`src/common/dsp_pkg.sv`:
```
//--------------------------------------------------------------------------
// Shared widths, word address map and command encodings for one channel.
// Commands are 128 bits over four 32-bit banks, bank 0 holding bits 31..0.
//--------------------------------------------------------------------------
package dsp_pkg;

    localparam int cmd_addr_width = 8;
    localparam int cmd_banks      = 4;
    localparam int cmd_bank_width = 2;
    localparam int bank_width     = 32;
    localparam int cmd_width      = cmd_banks * bank_width;
    localparam int env_addr_width = 12;
    localparam int sample_width   = 16;
    localparam int phase_width    = 16;
    localparam int timer_width    = 32;
    localparam int loop_width     = 16;
    localparam int paddr_width    = 15;
    localparam int waddr_width    = paddr_width - 2; // Word address is paddr[14:2].

    // Word address fields.
    localparam int wave_sel_bit = 12;                // 0 selects command, 1 selects wave.
    localparam int resv_msb     = 11;
    localparam int resv_lsb     = 10;                // Must be zero on command writes.
    localparam int bank_msb     = 9;
    localparam int bank_lsb     = 8;

    // Sequencer states.
    localparam int          seq_state_width = 3;
    localparam logic [2:0]  st_idle         = 3'd0;
    localparam logic [2:0]  st_fetch        = 3'd1;
    localparam logic [2:0]  st_wait         = 3'd2;
    localparam logic [2:0]  st_issue        = 3'd3;
    localparam logic [2:0]  st_halt         = 3'd4;

    localparam int pulse_pad_width =
        cmd_width - 2 - timer_width - 2 * phase_width - 2 * env_addr_width;
    localparam int ctrl_pad_width =
        cmd_width - 2 - cmd_addr_width - loop_width - timer_width;

    // Opcode 0 is not listed and decodes as done.
    typedef enum logic [1:0] {
        op_pulse = 2'd1,
        op_ctrl  = 2'd2,
        op_done  = 2'd3
    } opcode_e;

    typedef struct packed {
        logic [pulse_pad_width-1:0] pad;
        logic [env_addr_width-1:0]  env_len;     // Zero gives one sample.
        logic [env_addr_width-1:0]  env_addr;
        logic [phase_width-1:0]     phase;
        logic [phase_width-1:0]     freq;        // Phase step per sample.
        logic [timer_width-1:0]     start_time;
        opcode_e                    opcode;
    } pulse_cmd_t;

    typedef struct packed {
        logic [ctrl_pad_width-1:0]  pad;
        logic [timer_width-1:0]     timer_reload;
        logic [loop_width-1:0]      loop_count;
        logic [cmd_addr_width-1:0]  target;
        opcode_e                    opcode;
    } ctrl_cmd_t;

    typedef union packed {
        pulse_cmd_t pulse;
        ctrl_cmd_t  ctrl;
    } command_u;

    typedef struct packed {
        logic [phase_width-1:0]    freq;
        logic [phase_width-1:0]    phase;
        logic [env_addr_width-1:0] env_addr;
        logic [env_addr_width-1:0] env_len;
    } pulse_t;

endpackage

```
`src/common/cmd_mem_iface.sv`:
```
//--------------------------------------------------------------------------
// Command fetch path. Banks show the word addressed one clock earlier.
//--------------------------------------------------------------------------
`timescale 1ns/1ps

interface cmd_mem_iface;

    logic [dsp_pkg::cmd_addr_width-1:0]                      instr_ptr;
    logic [dsp_pkg::cmd_banks-1:0][dsp_pkg::bank_width-1:0] banks;  // Bank 0 is LSBs.

    modport mem (
        input  instr_ptr,
        output banks
    );

    modport seq (
        output instr_ptr,
        input  banks
    );

endinterface

```
`src/common/pulse_iface.sv`:
```
//--------------------------------------------------------------------------
// Pulse hand-off with no back-pressure. A strobe while active replaces the
// running pulse and raises collision for one cycle.
//--------------------------------------------------------------------------
`timescale 1ns/1ps

interface pulse_iface;

    logic             cstrobe;   // One cycle, qualifies pulse.
    dsp_pkg::pulse_t  pulse;
    logic             active;
    logic             collision;

    modport src (
        output cstrobe,
        output pulse,
        input  active,
        input  collision
    );

    modport sink (
        input  cstrobe,
        input  pulse,
        output active,
        output collision
    );

endinterface

```
`src/sequencer/pulse_sequencer.sv`:
```
//--------------------------------------------------------------------------
// Runs the command program against a free-running 32-bit timer. One loop
// counter only, so ctrl loops do not nest. Events need 3 cycles of spacing.
//--------------------------------------------------------------------------
`timescale 1ns/1ps

module pulse_sequencer (
    input  logic        clk,
    input  logic        reset,
    input  logic        start,
    cmd_mem_iface.seq   memif,
    pulse_iface.src     pulse_if,
    output logic        done
);

    logic [dsp_pkg::seq_state_width-1:0] state;
    logic [dsp_pkg::timer_width-1:0]     timer;
    logic [dsp_pkg::cmd_addr_width-1:0]  ip;
    logic [dsp_pkg::loop_width-1:0]      loop_cnt;
    dsp_pkg::command_u                   cmd;
    logic                                time_hit;

    assign cmd             = memif.banks;
    assign memif.instr_ptr = ip;

    // Fires one cycle ahead so the strobe lands on timer == start_time.
    assign time_hit = (timer + 1'b1) >= cmd.pulse.start_time;

    assign pulse_if.cstrobe = (state == dsp_pkg::st_issue)
                            && (cmd.pulse.opcode == dsp_pkg::op_pulse);
    assign pulse_if.pulse   = '{freq:     cmd.pulse.freq,
                                phase:    cmd.pulse.phase,
                                env_addr: cmd.pulse.env_addr,
                                env_len:  cmd.pulse.env_len};

    // Held once the last pulse has drained out of the element.
    assign done = (state == dsp_pkg::st_halt) & ~pulse_if.active;

    always_ff @(posedge clk) begin
        if (reset) begin
            state    <= dsp_pkg::st_idle;
            timer    <= '0;
            ip       <= '0;
            loop_cnt <= '0;
        end else begin
            timer <= timer + 1'b1;
            case (state)
                dsp_pkg::st_idle, dsp_pkg::st_halt: begin
                    if (start) begin
                        timer    <= '0;
                        ip       <= '0;
                        loop_cnt <= '0;
                        state    <= dsp_pkg::st_fetch;
                    end
                end
                dsp_pkg::st_fetch: state <= dsp_pkg::st_wait;  // RAM read in flight.
                dsp_pkg::st_wait: begin
                    if (cmd.pulse.opcode != dsp_pkg::op_pulse || time_hit) begin
                        state <= dsp_pkg::st_issue;
                    end
                end
                dsp_pkg::st_issue: begin
                    state <= dsp_pkg::st_fetch;
                    case (cmd.pulse.opcode)
                        dsp_pkg::op_pulse: ip <= ip + 1'b1;
                        dsp_pkg::op_ctrl: begin
                            if (loop_cnt < cmd.ctrl.loop_count) begin
                                loop_cnt <= loop_cnt + 1'b1;
                                ip       <= cmd.ctrl.target;
                                timer    <= cmd.ctrl.timer_reload;
                            end else begin
                                loop_cnt <= '0;
                                ip       <= ip + 1'b1;
                            end
                        end
                        default: state <= dsp_pkg::st_halt;  // op_done or zero.
                    endcase
                end
                default: state <= dsp_pkg::st_idle;
            endcase
        end
    end

endmodule

```
`src/flat_wrapper.sv`:
```
// flat-port wrapper written by rule: the top's interface ports become plain ports
module pulse_sequencer_flat 
  (clk, reset, start, done, memif_instr_ptr, memif_banks, pulse_if_cstrobe, pulse_if_pulse, pulse_if_active, pulse_if_collision);
  cmd_mem_iface memif_i ();
  pulse_iface pulse_if_i ();
  input  logic clk;
  input  logic reset;
  input  logic start;
  output logic done;
  output wire logic [$bits(memif_i.instr_ptr)-1:0] memif_instr_ptr;
  input wire logic [$bits(memif_i.banks)-1:0] memif_banks;
  output wire logic [$bits(pulse_if_i.cstrobe)-1:0] pulse_if_cstrobe;
  output wire logic [$bits(pulse_if_i.pulse)-1:0] pulse_if_pulse;
  input wire logic [$bits(pulse_if_i.active)-1:0] pulse_if_active;
  input wire logic [$bits(pulse_if_i.collision)-1:0] pulse_if_collision;
  assign memif_instr_ptr = memif_i.instr_ptr;
  assign memif_i.banks = memif_banks;
  assign pulse_if_cstrobe = pulse_if_i.cstrobe;
  assign pulse_if_pulse = pulse_if_i.pulse;
  assign pulse_if_i.active = pulse_if_active;
  assign pulse_if_i.collision = pulse_if_collision;
  pulse_sequencer u_core (.clk(clk), .reset(reset), .start(start), .memif(memif_i), .pulse_if(pulse_if_i), .done(done));
endmodule
```
`config.mk`:
```
export PLATFORM = sky130hd
export DESIGN_NAME = pulse_sequencer_flat
export DESIGN_NICKNAME = d
export VERILOG_FILES = /design/src/common/dsp_pkg.sv /design/src/common/cmd_mem_iface.sv /design/src/common/pulse_iface.sv /design/src/sequencer/pulse_sequencer.sv /design/src/flat_wrapper.sv
export SDC_FILE = /design/constraint.sdc
export NUM_CORES = 1
export LEC_CHECK = 0
export BUFFER_PORTS_ARGS = -buffer_cell sky130_fd_sc_hd__buf_2
export CORE_MARGIN = 10
export CORE_UTILIZATION = 53
export CTS_BUF_LIST = sky130_fd_sc_hd__clkbuf_16
export DETAILED_ROUTE_END_ITERATION = 12
export PLACE_DENSITY = 0.87
export SLEW_MARGIN = 20
export SYNTH_ARGS = -nofsm -noshare
export SYNTH_HDL_FRONTEND = slang
export SYNTH_SLANG_ARGS = --single-unit
```
`constraint.sdc`:
```
create_clock -name clk -period 4.3 [get_ports clk]
set_input_delay 0.43 -clock clk [delete_from_list [all_inputs] [get_ports clk]]
set_output_delay 0.43 -clock clk [all_outputs]
set_load 0.01 [all_outputs]
```
==> metrics.cfg <==
[run_status]
status=complete, no violations

[clocking]
clock_path_buffers=2
cts.sinks=59
cts.clk_slew.worst_paths_ps=50
cts-htree-levels=3
cts_setup_buffers=0
cts_root_buf=clkbuf_16
hold_buffers=0
cts_tree=built
insertion_delay_ps=330
numCtsBuffers=9
ctsResizeCount=0

[detailed_routing]
vias=4571
vias_per_cell=6.136
routed_wl_um=13690
routedWlPerCell_um=18.37
drt_iter0_markers=364
drc=0
ant_nets=0
firstDrtPassIters=5

[cells_and_area]
final_util=0.5918
nNetsFinal=819
stdcell_area_sq_um=5211
diodes=0
syn2layout_area_growth_pct=7.484
drive_above_1_share=0.1962

[placed_design]
portBuffers=95
dpl.hpwl_um=10210
post_dp_cell_area_sq_um=4935
gp_congestion=0.8602

[die]
ios=199
die_x_um=115.6
die_area_sq_um=13370
core_area_sq_um=8806
die_h_um=115.6
num_rows=34
initial_core_util=0.5506

[setup_path]
worstSetupStartpointType=register
crit_arrival_ps=3520
timing.rr.start=u_core.timer[0]
rr_worst_depth=11
path_delay_family=simple AND/OR/NAND/NOR gates
cp_cell_sequence=ha_1 -> nand2_1 -> nor3_1 -> and4_1 -> xor2_1 -> ha_1 -> and4_1 -> a31o_2 -> a211oi_1 -> o21ai_0 -> a41o_1
crit_buf_inv=0
crit_required_ps=4520
path_max_fanout=6
cp-end-kind=register
r2r_slack_ps=1000
criticalPathCategory=reg -> reg
critPathSlowestCell=nor3_1
cpPeakStageDelay_ps=530
rr_endpoint=u_core.state[0]

[sta]
maxSlewHeadroom=0.3511
post-route-min-period_ps=3305
drv_slew=0
finalSetupViolations=0
timing.final.crit_share=0.7685
final_hold_viol_count=0
tightest_slew_ps=973.3
skew_ps=3.283
fmax_mhz=302.6
rsz0062_at_grt=no
setup-tns-final_ps=0

[logic_synthesis]
synth_flop_cell=dfxtp_1
ys_ff_latch=59
synthTopCellsByArea=dfxtp_1 24%, ha_1 13%, buf_4 8.7%
synth_fp_nets=794
synth-edff-count=0
synthArstFlopShare=0
synth.most_common_cell=dfxtp_1
seq_area_frac_synth=0.2436
syn_inst=609
ys_types=50
synth_area_sq_um=4848
yosys.area.top_type=dfxtp_1
synth_commonest_cells=59 x dfxtp_1, 56 x buf_4, 52 x ha_1
synth-warning-count=0
avgSynthCellArea_sq_um=7.961
synth_top_area_frac=0.2436

[worst_hold_path]
hold_class=in -> reg
min_delay_path_depth=3
worst_hold_path.endpoint=u_core.memif.instr_ptr[3]
min-delay-start=memif_banks[5]

[global_routing]
antenna_found_initial=1
gr-total-overflow=0
grt_pass1_vias=4773
grt_usage=0.2025
grt_max_degree=43
grt_pass1_wl_um=22110

[power_and_ir_drop]
peakVddDrop_mv=0.1545
p_per_area_nw_per_um2=284.1
leakagePower_nw=2.433

[run]
maxCapViolCount=0

==> routing by layer <==
layer / vias to the layer above / share of wire / global-route usage
met5: - / 0.00051 / 0
met4: 2 / 0.024 / 0.08590
met3: 34 / 0.086 / 0.06822
met2: 221 / 0.48 / 0.3463
met1: 2142 / 0.41 / 0.2259
li1: 2172 / - / -
==> layout make-up <==
type	count	area, sq um
sequential	59	1181
clock inverter	5	46.29
inverter	41	153.9
tap	108	135.1
fill	765	3595
clock buffer	9	225.2
timing repair buffer	98	498.0
multi-input combinational	425	2972
==> how the worst max path moves through the flow <==
stage	cells after the start	startpoint	end
6_report	11	u_core.timer[0]	u_core.state[0]
5_1_grt	11	u_core.timer[0]	u_core.state[0]
4_1_cts	11	u_core.timer[0]	u_core.state[0]
3_5_place_dp	11	u_core.timer[0]	u_core.state[0]
3_3_place_gp	11	u_core.timer[0]	u_core.state[0]
2_1_floorplan	11	u_core.timer[0]	u_core.state[0]
==> worst min-delay path, delay by kind of cell <==
family,cells,cell delay (ps)
simple gates,1,60
buf+inv,1,90
compound gates,1,80
==> registers in the layout (all words and copies together), names as in the netlist <==
register,count
u_core.memif.instr_ptr,8
u_core.state,3
u_core.loop_cnt,16
u_core.timer,32
==> logic make-up (layout without fill, tap and decap cells) <==
group	count (synthesis)	in the layout	synth area share
AO/OA/AOI/OAI	126	126	0.1729
XOR/XNOR	44	44	0.07948
adder cells (fa/ha/maj)	52	52	0.1342
buffers and inverters	125	153	0.1445
flip-flops	59	59	0.2436
AND/OR/NAND/NOR	203	203	0.2253
==> placed cells by master (no fill, tap or decap), drive strengths merged, types with 2 or more instances in the layout <==
master,count
ha,52
a21o,7
a31o,10
or3,3
inv,41
and3,23
or2,2
o21ai,17
xnor2,33
nand3,40
o211ai,23
nor2,32
a21oi,45
and2,3
a211o,2
a31oi,2
dfxtp,59
nand2,41
o21ba,2
nor2b,5
a211oi,3
nor3,16
nand4b,2
nor4b,9
buf,98
and4,7
clkinv,4
nand4,16
clkbuf,9
xor2,11
a32oi,7
==> stage by stage <==
step	worst slack [ps]	cells	power [mW]	hold slack, ps
after floorplan	1637	609	0.7664	425.9
after global placement	1192	731	0.7945	439.5
after detailed placement	1074	731	0.8027	452.2
after CTS	1065	745	1.477	353.9
after global routing	842.9	745	1.526	380.5
final	995.3	745	1.481	359.7
==> where the power goes <==
part | internal, mW | switching [mW] | leakage (nW)
Sequential | 0.558 | 0.0166 | 0.476
Combinational | 0.0780 | 0.147 | 1.82
Clock | 0.434 | 0.248 | 0.134
Total | 1.07 | 0.411 | 2.43
Note: power is estimated with default switching activity, not from simulation.
