==> src/common/dsp_pkg.sv <==
//--------------------------------------------------------------------------
// Shared widths, word address map and command encodings for one channel.
// Commands are 128 bits over four 32-bit banks, bank 0 holding bits 31..0.
//--------------------------------------------------------------------------
package dsp_pkg;

    localparam int cmd_addr_width = 8;
    localparam int cmd_banks      = 4;
    localparam int cmd_bank_width = 2;
    localparam int bank_width     = 32;
    localparam int cmd_width      = cmd_banks * bank_width;
    localparam int env_addr_width = 12;
    localparam int sample_width   = 16;
    localparam int phase_width    = 16;
    localparam int timer_width    = 32;
    localparam int loop_width     = 16;
    localparam int paddr_width    = 15;
    localparam int waddr_width    = paddr_width - 2; // Word address is paddr[14:2].

    // Word address fields.
    localparam int wave_sel_bit = 12;                // 0 selects command, 1 selects wave.
    localparam int resv_msb     = 11;
    localparam int resv_lsb     = 10;                // Must be zero on command writes.
    localparam int bank_msb     = 9;
    localparam int bank_lsb     = 8;

    // Sequencer states.
    localparam int          seq_state_width = 3;
    localparam logic [2:0]  st_idle         = 3'd0;
    localparam logic [2:0]  st_fetch        = 3'd1;
    localparam logic [2:0]  st_wait         = 3'd2;
    localparam logic [2:0]  st_issue        = 3'd3;
    localparam logic [2:0]  st_halt         = 3'd4;

    localparam int pulse_pad_width =
        cmd_width - 2 - timer_width - 2 * phase_width - 2 * env_addr_width;
    localparam int ctrl_pad_width =
        cmd_width - 2 - cmd_addr_width - loop_width - timer_width;

    // Opcode 0 is not listed and decodes as done.
    typedef enum logic [1:0] {
        op_pulse = 2'd1,
        op_ctrl  = 2'd2,
        op_done  = 2'd3
    } opcode_e;

    typedef struct packed {
        logic [pulse_pad_width-1:0] pad;
        logic [env_addr_width-1:0]  env_len;     // Zero gives one sample.
        logic [env_addr_width-1:0]  env_addr;
        logic [phase_width-1:0]     phase;
        logic [phase_width-1:0]     freq;        // Phase step per sample.
        logic [timer_width-1:0]     start_time;
        opcode_e                    opcode;
    } pulse_cmd_t;

    typedef struct packed {
        logic [ctrl_pad_width-1:0]  pad;
        logic [timer_width-1:0]     timer_reload;
        logic [loop_width-1:0]      loop_count;
        logic [cmd_addr_width-1:0]  target;
        opcode_e                    opcode;
    } ctrl_cmd_t;

    typedef union packed {
        pulse_cmd_t pulse;
        ctrl_cmd_t  ctrl;
    } command_u;

    typedef struct packed {
        logic [phase_width-1:0]    freq;
        logic [phase_width-1:0]    phase;
        logic [env_addr_width-1:0] env_addr;
        logic [env_addr_width-1:0] env_len;
    } pulse_t;

endpackage

==> src/hw/apb_write_decoder.sv <==
//--------------------------------------------------------------------------
// Write-only APB slave with zero wait states. Reads return 0 with an error.
// Each legal write reaches the memories one cycle after its access phase.
//--------------------------------------------------------------------------
`timescale 1ns/1ps

module apb_write_decoder (
    input  logic                                 clk,
    input  logic                                 reset,
    input  logic                                 psel,
    input  logic                                 penable,
    input  logic                                 pwrite,
    input  logic [dsp_pkg::paddr_width-1:0]      paddr,
    input  logic [dsp_pkg::bank_width-1:0]       pwdata,
    output logic [dsp_pkg::bank_width-1:0]       prdata,
    output logic                                 pready,
    output logic                                 pslverr,
    output logic                                 cmd_we,
    output logic [dsp_pkg::cmd_bank_width-1:0]   cmd_bank,
    output logic [dsp_pkg::cmd_addr_width-1:0]   cmd_addr,
    output logic                                 env_we,
    output logic [dsp_pkg::env_addr_width-1:0]   env_addr,
    output logic [dsp_pkg::sample_width-1:0]     env_data,
    output logic [dsp_pkg::bank_width-1:0]       wdata
);

    logic [dsp_pkg::waddr_width-1:0] waddr;
    logic                            access;
    logic                            is_wave;
    logic                            resv_err;

    assign waddr    = paddr[dsp_pkg::paddr_width-1:2];
    assign access   = psel & penable;                // Access phase.
    assign is_wave  = waddr[dsp_pkg::wave_sel_bit];
    assign resv_err = ~is_wave & (|waddr[dsp_pkg::resv_msb:dsp_pkg::resv_lsb]);

    assign prdata  = '0;
    assign pready  = 1'b1;
    assign pslverr = access & (~pwrite | resv_err);

    always_ff @(posedge clk) begin
        if (reset) begin
            cmd_we <= 1'b0;
            env_we <= 1'b0;
        end else begin
            cmd_we <= access & pwrite & ~is_wave & ~resv_err;
            env_we <= access & pwrite & is_wave;
        end
    end

    always_ff @(posedge clk) begin
        if (access & pwrite) begin
            cmd_bank <= waddr[dsp_pkg::bank_msb:dsp_pkg::bank_lsb];
            cmd_addr <= waddr[dsp_pkg::cmd_addr_width-1:0];
            env_addr <= waddr[dsp_pkg::env_addr_width-1:0];
            env_data <= pwdata[dsp_pkg::sample_width-1:0];
            wdata    <= pwdata;
        end
    end

endmodule

==> config.mk <==
export PLATFORM = sky130hd
export DESIGN_NAME = apb_write_decoder
export DESIGN_NICKNAME = d
export VERILOG_FILES = /design/src/common/dsp_pkg.sv /design/src/hw/apb_write_decoder.sv
export SDC_FILE = /design/constraint.sdc
export NUM_CORES = 1
export LEC_CHECK = 0
export ABC_AREA = 1
export BUFFER_PORTS_ARGS = -buffer_cell sky130_fd_sc_hd__buf_4
export CAP_MARGIN = 10
export CORE_MARGIN = 10
export CORE_UTILIZATION = 38
export CTS_CLUSTER_DIAMETER = 30
export CTS_CLUSTER_SIZE = 14
export DETAILED_ROUTE_END_ITERATION = 6
export PLACE_DENSITY_LB_ADDON = 0.08
export RECOVER_POWER = 25
export SETUP_SLACK_MARGIN = 0.5
export SYNTH_ARGS = -nofsm -noshare
export SYNTH_HDL_FRONTEND = slang
export SYNTH_SLANG_ARGS = --single-unit
==> constraint.sdc <==
create_clock -name clk -period 2 [get_ports clk]
set_input_delay 0.1 -clock clk [delete_from_list [all_inputs] [get_ports clk]]
set_output_delay 0.1 -clock clk [all_outputs]
set_load 0.005 [all_outputs]
==> impl_metrics.py, run 1 <==
metrics = {
    "synth": {
        "synth_area_leader_cell": "edfxtp_1",
        "syn_inst": 118,
        "ys_warn_count": 0,
        "synth.area.top_cells": "edfxtp_1, buf_4, dfxtp_1",
        "synth_top_area_share_pct": 70.7,
        "synth_seq_cells": 46,
        "syn_area_um2": 1870,
        "yosysSeqAreaShare_pct": 72.8,
        "avgSynthCellArea_um2": 15.8,
        "synth.distinct_cells": 13,
    },
    "detailed_routing": {
        "highest_layer": "met4",
        "vias_per_cell": 3.85,
        "route.detailed.drc": 0,
        "drtIter0Drc": 37,
        "routed_wire_length_per_instance_um": 16.1,
        "met1Wirelength_um": 1860,
        "dr.pass1.iters": 2,
        "routed_wl_um": 5360,
        "wl_met3_um": 718,
        "wl_met2_um": 2740,
        "ant_nets": 0,
        "vias": 1282,
    },
    "clock_tree": {
        "clk_path_buf_depth": 2,
        "cts_tree": "yes",
        "cts_resized": 0,
        "clk_pin_slew_worst_paths_ps": 80,
        "cts_inserted_buffers": 5,
        "htreeDepth": 2,
        "cts-root-buf": "clkbuf_8",
        "clock_sinks": 46,
    },
    "power_and_ir_drop": {
        "clkPwrFrac_pct": 32.1,
        "vdd_drop_max_uv": 449,
        "internal_power_uw": 1670,
        "powerDensity_nw_per_um2": 672,
        "swShare_pct": 20.0,
        "pwr-share-seq_pct": 53.7,
        "p_sw_uw": 418,
        "p_leak_uw": 0.00138,
        "p_comb_share_pct": 14.2,
    },
    "run_status": {
        "outcome": "completed",
    },
    "floorplanning": {
        "die_w_um": 90.1,
        "pin_count": 158,
        "core_um2": 4750,
        "row_count": 25,
        "dieArea_um2": 8120,
        "initial_core_util_pct": 39.3,
        "die_h_um": 90.1,
    },
    "setup_path": {
        "end_kind": "output port",
        "crit_fanout": 3,
        "worstPathCellList": "dlygate4sd3_1 -> clkbuf_1 -> o21ai_1 -> a21oi_1 -> buf_4",
        "path_class": "in -> out",
        "crit_path_start_kind": "input pin",
        "cp_slowest_cell": "dlygate4sd3_1",
        "cpPeakStageDelay_ps": 530,
        "critPathBufInv": 3,
        "arrival_ps": 1120,
        "required_ps": 1900,
        "crit_family": "buffers and inverters",
    },
    "grt": {
        "antenna_found_initial": 0,
        "track_usage_pct": 12.5,
        "grt_max_degree": 26,
        "gr-total-overflow": 0,
        "grt_pass1_wl_um": 8200,
        "grt_pass1_vias": 1558,
    },
    "hold_path": {
        "min_delay_path_depth": 3,
        "hp-class": "in -> reg",
        "hold_end": "env_we$_SDFF_PP0_",
        "min_from": "paddr[14]",
    },
    "sta": {
        "fmax_mhz": 823,
        "setup_viol": 0,
        "min_period_ps": 1220,
        "rsz0062_at_grt": "false",
        "slew_violations": 0,
        "min_period_over_period_pct": 60.8,
        "tns_ps": 0,
        "hold_viol_final": 0,
    },
    "layout": {
        "nets": 317,
        "antenna_cells": 0,
        "final_cell_mix": "buf_4, dlygate4sd3_1, edfxtp_1",
        "final_cell_area_um2": 3110,
        "drive_gt1_share_pct": 48.9,
        "layout_commonest_cell": "buf_4",
        "syn_to_final_growth_pct": 66.2,
    },
    "run": {
        "max-cap-violations": 0,
    },
    "place": {
        "port_buffers": 122,
        "routabilityCongestion": 0.712,
        "post_dp_cell_area_um2": 2560,
        "hpwl_um": 4060,
    },
}
## how the worst max path moves through the flow
stage | from | end | slack, ps | cells past startpoint
final | paddr[13] | pslverr | 780 | 5
after floorplan | psel | cmd_addr[0]$_DFFE_PN_ | 540 | 2
after detailed placement | psel | cmd_addr[0]$_DFFE_PN_ | 750 | 4
after global routing | paddr[13] | pslverr | 750 | 5
after global placement | psel | cmd_addr[0]$_DFFE_PN_ | 780 | 4
after CTS | paddr[13] | pslverr | 780 | 5
## power groups by stage
stage	Combinational [µW]	Sequential [µW]	Clock [µW]
after global placement	226	1140	0
after detailed placement	229	1140	0
after global routing	321	1130	725
after CTS	301	1120	692
final	296	1120	670
after floorplan	111	1150	0
## synthesized netlist by cell type
cell / instances
buf_4: 59
conb_1: 2
nor3_2: 1
o21ai_1: 1
dfxtp_1: 2
edfxtp_1: 44
inv_2: 1
a21oi_1: 1
nor2_1: 2
inv_1: 2
nand3_1: 1
nand3_2: 1
nand2_1: 1
## logic make-up after synthesis
kind of cell | Yosys count | share of synthesized area [%]
other | 2 | 0.402
AOI/OAI and AO/OA | 2 | 0.535
buffers and inverters | 62 | 24.3
DFF | 46 | 72.8
and+or+nand+nor | 6 | 1.94
## through the flow
step,power [µW],hold WS (ps),worst slack [ps],utilization (%),std cells
after floorplan,1260,171,536,-,149
after global placement,1370,273,785,53.9,280
after detailed placement,1370,275,751,53.9,280
after CTS,2120,45.1,782,65.6,333
after global routing,2170,46.5,748,65.3,333
final,2090,58.2,785,65.3,333
## layer usage
layer	vias up	GRT usage [%]
met4	0	2.79
met5	-	0
met1	583	11.3
met2	94	22.9
met3	5	8.06
li1	600	-
## state kept, by name (all words and copies together) (netlist names)
name and cells:
env_we 1, env_data 15, cmd_addr 7, cmd_bank 1, env_addr 4, wdata 17, cmd_we 1
## repair_timing
item,in CTS,in global routing
setup buffers,0,0
hold buffers,45,0
endpoints found under the setup margin,0,0
hold endpoints to repair,45,0
## area by class of cell
| cell class | count | area, µm² |
|---|---|---|
| clock buffers | 7 | 76.3 |
| multi-input cells | 41 | 165 |
| well taps | 67 | 83.8 |
| clock inverters | 1 | 30.0 |
| flip-flops and latches | 46 | 1360 |
| repair buffers | 168 | 1380 |
| inverters | 3 | 11.3 |
| fillers | 366 | 1650 |
No activity file was read; power rests on OpenSTA's default activity.
==> run 2, diff against run 1 <==
==> constraint.sdc (replaced) <==
create_clock -name clk -period 1.3 [get_ports clk]
set_input_delay 0.065 -clock clk [delete_from_list [all_inputs] [get_ports clk]]
set_output_delay 0.065 -clock clk [all_outputs]
set_load 0.005 [all_outputs]
==> run 2 against run 1 <==
Compared with the run above:
- clock power increased by 29%
- flip-flop and latch count unchanged
- utilization increased by 3.7 points
- critical endpoint is now wdata[18]$_DFFE_PN_
- largest cell class unchanged
- cell area increased by 5.6%
- combinational power increased by 71%
- die area unchanged
- setup slack got worse by 520 ps
- cell count increased by 0.30%
- sequential power increased by 55%
- power increased by 49%
- sequential share of layout area decreased by 2.2 points
==> impl_metrics.py, run 2 (synthesis gave the netlist of run 1 again) <==
metrics = {
    "sta": {
        "fmax_mhz": 964,
        "rsz0062_at_grt": "true",
        "hold_viol_final": 0,
        "timing.hold.ws_ps": 39.2,
        "worst-slew-pin-transition_ps": 675,
        "slew_headroom_pct": 55.0,
        "min_period_over_period_pct": 79.8,
        "tns_ps": 0,
        "slew_violations": 0,
        "setup_viol": 0,
        "min_period_ps": 1040,
    },
    "setup_path": {
        "path_class": "in -> reg",
        "crit_path_start_kind": "input pin",
        "required_ps": 1220,
        "worstPathCellList": "clkbuf_1 -> nand3_4 -> clkinvlp_2 -> clkbuf_2",
        "arrival_ps": 960,
        "cp_slowest_cell": "clkbuf_2",
        "end_kind": "flip-flop",
        "cpPeakStageDelay_ps": 540,
        "crit_start": "psel",
        "crit_fanout": 28,
    },
    "layout": {
        "largest_reg_flops": 17,
        "nets": 318,
        "antenna_cells": 0,
        "layout_commonest_cell": "buf_4",
        "largest_register": "wdata",
        "fill_cells": 338,
        "drive_gt1_share_pct": 50.6,
        "top_regs": "wdata: 17 flops, env_data: 15 flops, cmd_addr: 7 flops",
        "regArea_um2": 1360,
        "multiInputGateArea_um2": 178,
        "final_cell_mix": "buf_4, buf_6, dlygate4sd3_1",
        "final_cell_area_um2": 3280,
        "syn_to_final_growth_pct": 75.5,
    },
    "grt": {
        "track_usage_pct": 13.1,
        "gr-total-overflow": 0,
        "grt_pass1_vias": 1515,
        "grt_pass1_wl_um": 8340,
        "grt_max_degree": 29,
        "antenna_found_initial": 0,
    },
    "detailed_routing": {
        "drtIter0Drc": 68,
        "routed_wl_um": 5750,
        "route.detailed.drc": 0,
        "routed_wire_length_per_instance_um": 17.2,
        "dr.pass1.iters": 4,
        "vias_per_cell": 3.90,
        "ant_nets": 0,
        "vias": 1302,
    },
    "clock_tree": {
        "clk_path_buf_depth": 2,
        "clock_sinks": 46,
        "cts_inserted_buffers": 5,
        "htreeDepth": 2,
        "clk_pin_slew_worst_paths_ps": 80,
        "cts-root-buf": "clkbuf_8",
        "cts_tree": "yes",
    },
    "floorplanning": {
        "pin_count": 158,
        "core_um2": 4750,
        "dieArea_um2": 8120,
        "die_w_um": 90.1,
        "initial_core_util_pct": 39.3,
        "row_count": 25,
        "die_h_um": 90.1,
    },
    "hold_path": {
        "hp-class": "in -> reg",
        "min_from": "paddr[14]",
    },
    "run": {
        "max-cap-violations": 0,
    },
    "power_and_ir_drop": {
        "vdd_drop_max_uv": 881,
        "powerDensity_nw_per_um2": 948,
        "p_leak_uw": 0.00144,
    },
    "run_status": {
        "outcome": "completed",
    },
    "place": {
        "port_buffers": 122,
        "hpwl_um": 4240,
        "routabilityCongestion": 0.732,
        "post_dp_cell_area_um2": 2580,
    },
}
run 2: cell count changes in the layout (fill, tap and decap cells not counted), moves of 2 or more:
cell / change
dfxtp_1: -2
clkbuf_4: -37
buf_6: +48
clkbuf_2: +2
dfxtp_2: +2
buf_4: -10
run 2: through the flow:
| step | cells | worst slack, ps | util, % | total power [µW] |
|---|---|---|---|---|
| detailed placement | 281 | 373 | 54.3 | 2120 |
| floorplan | 149 | 144 | - | 1940 |
| CTS | 334 | 348 | 66.3 | 3100 |
| finish | 334 | 262 | 69.0 | 3110 |
| global route | 334 | 190 | 69.0 | 3270 |
| global placement | 281 | 398 | 54.3 | 2110 |
run 2: critical path, delay by kind of cell:
kind	cells	cell delay [ps]
buffers and inverters	3	780
AND/OR/NAND/NOR	1	110
run 2: worst paths after layout:
check | end | depth (start not counted)
setup / recovery | wdata[18]$_DFFE_PN_ | 4
hold / removal | env_we$_SDFF_PP0_ | 3
run 2: timing repair:
action                                  in CTS  in global routing
setup buffers                                0                  0
endpoints found under the setup margin      71                 72
hold buffers                                45                  0
endpoints found under the hold margin       45                  0
gates resized for setup                      9                 41
run 2: layout make-up:
class | instances | area share, %
Sequential cell | 46 | 41.6
Clock buffer | 8 | 2.75
Multi-Input combinational cell | 41 | 5.42
Timing Repair Buffer | 169 | 47.3
Inverter | 3 | 0.381
Tap cell | 67 | 2.56
run 2: report_power, final:
| part | leakage, µW | switching (µW) | internal (µW) |
|---|---|---|---|
| Clock | 0.0000455 | 430 | 434 |
| Sequential | 0.000421 | 39.7 | 1700 |
| Combinational | 0.000970 | 168 | 338 |
run 2: metal layers:
metal | vias to the layer above | wire length, µm | track usage [%]
li1 | 602 | - | -
met4 | 0 | 29 | 3.32
met1 | 602 | 1720 | 10.4
met5 | - | 0 | 0
met3 | 4 | 812 | 9.39
met2 | 94 | 3190 | 24.7
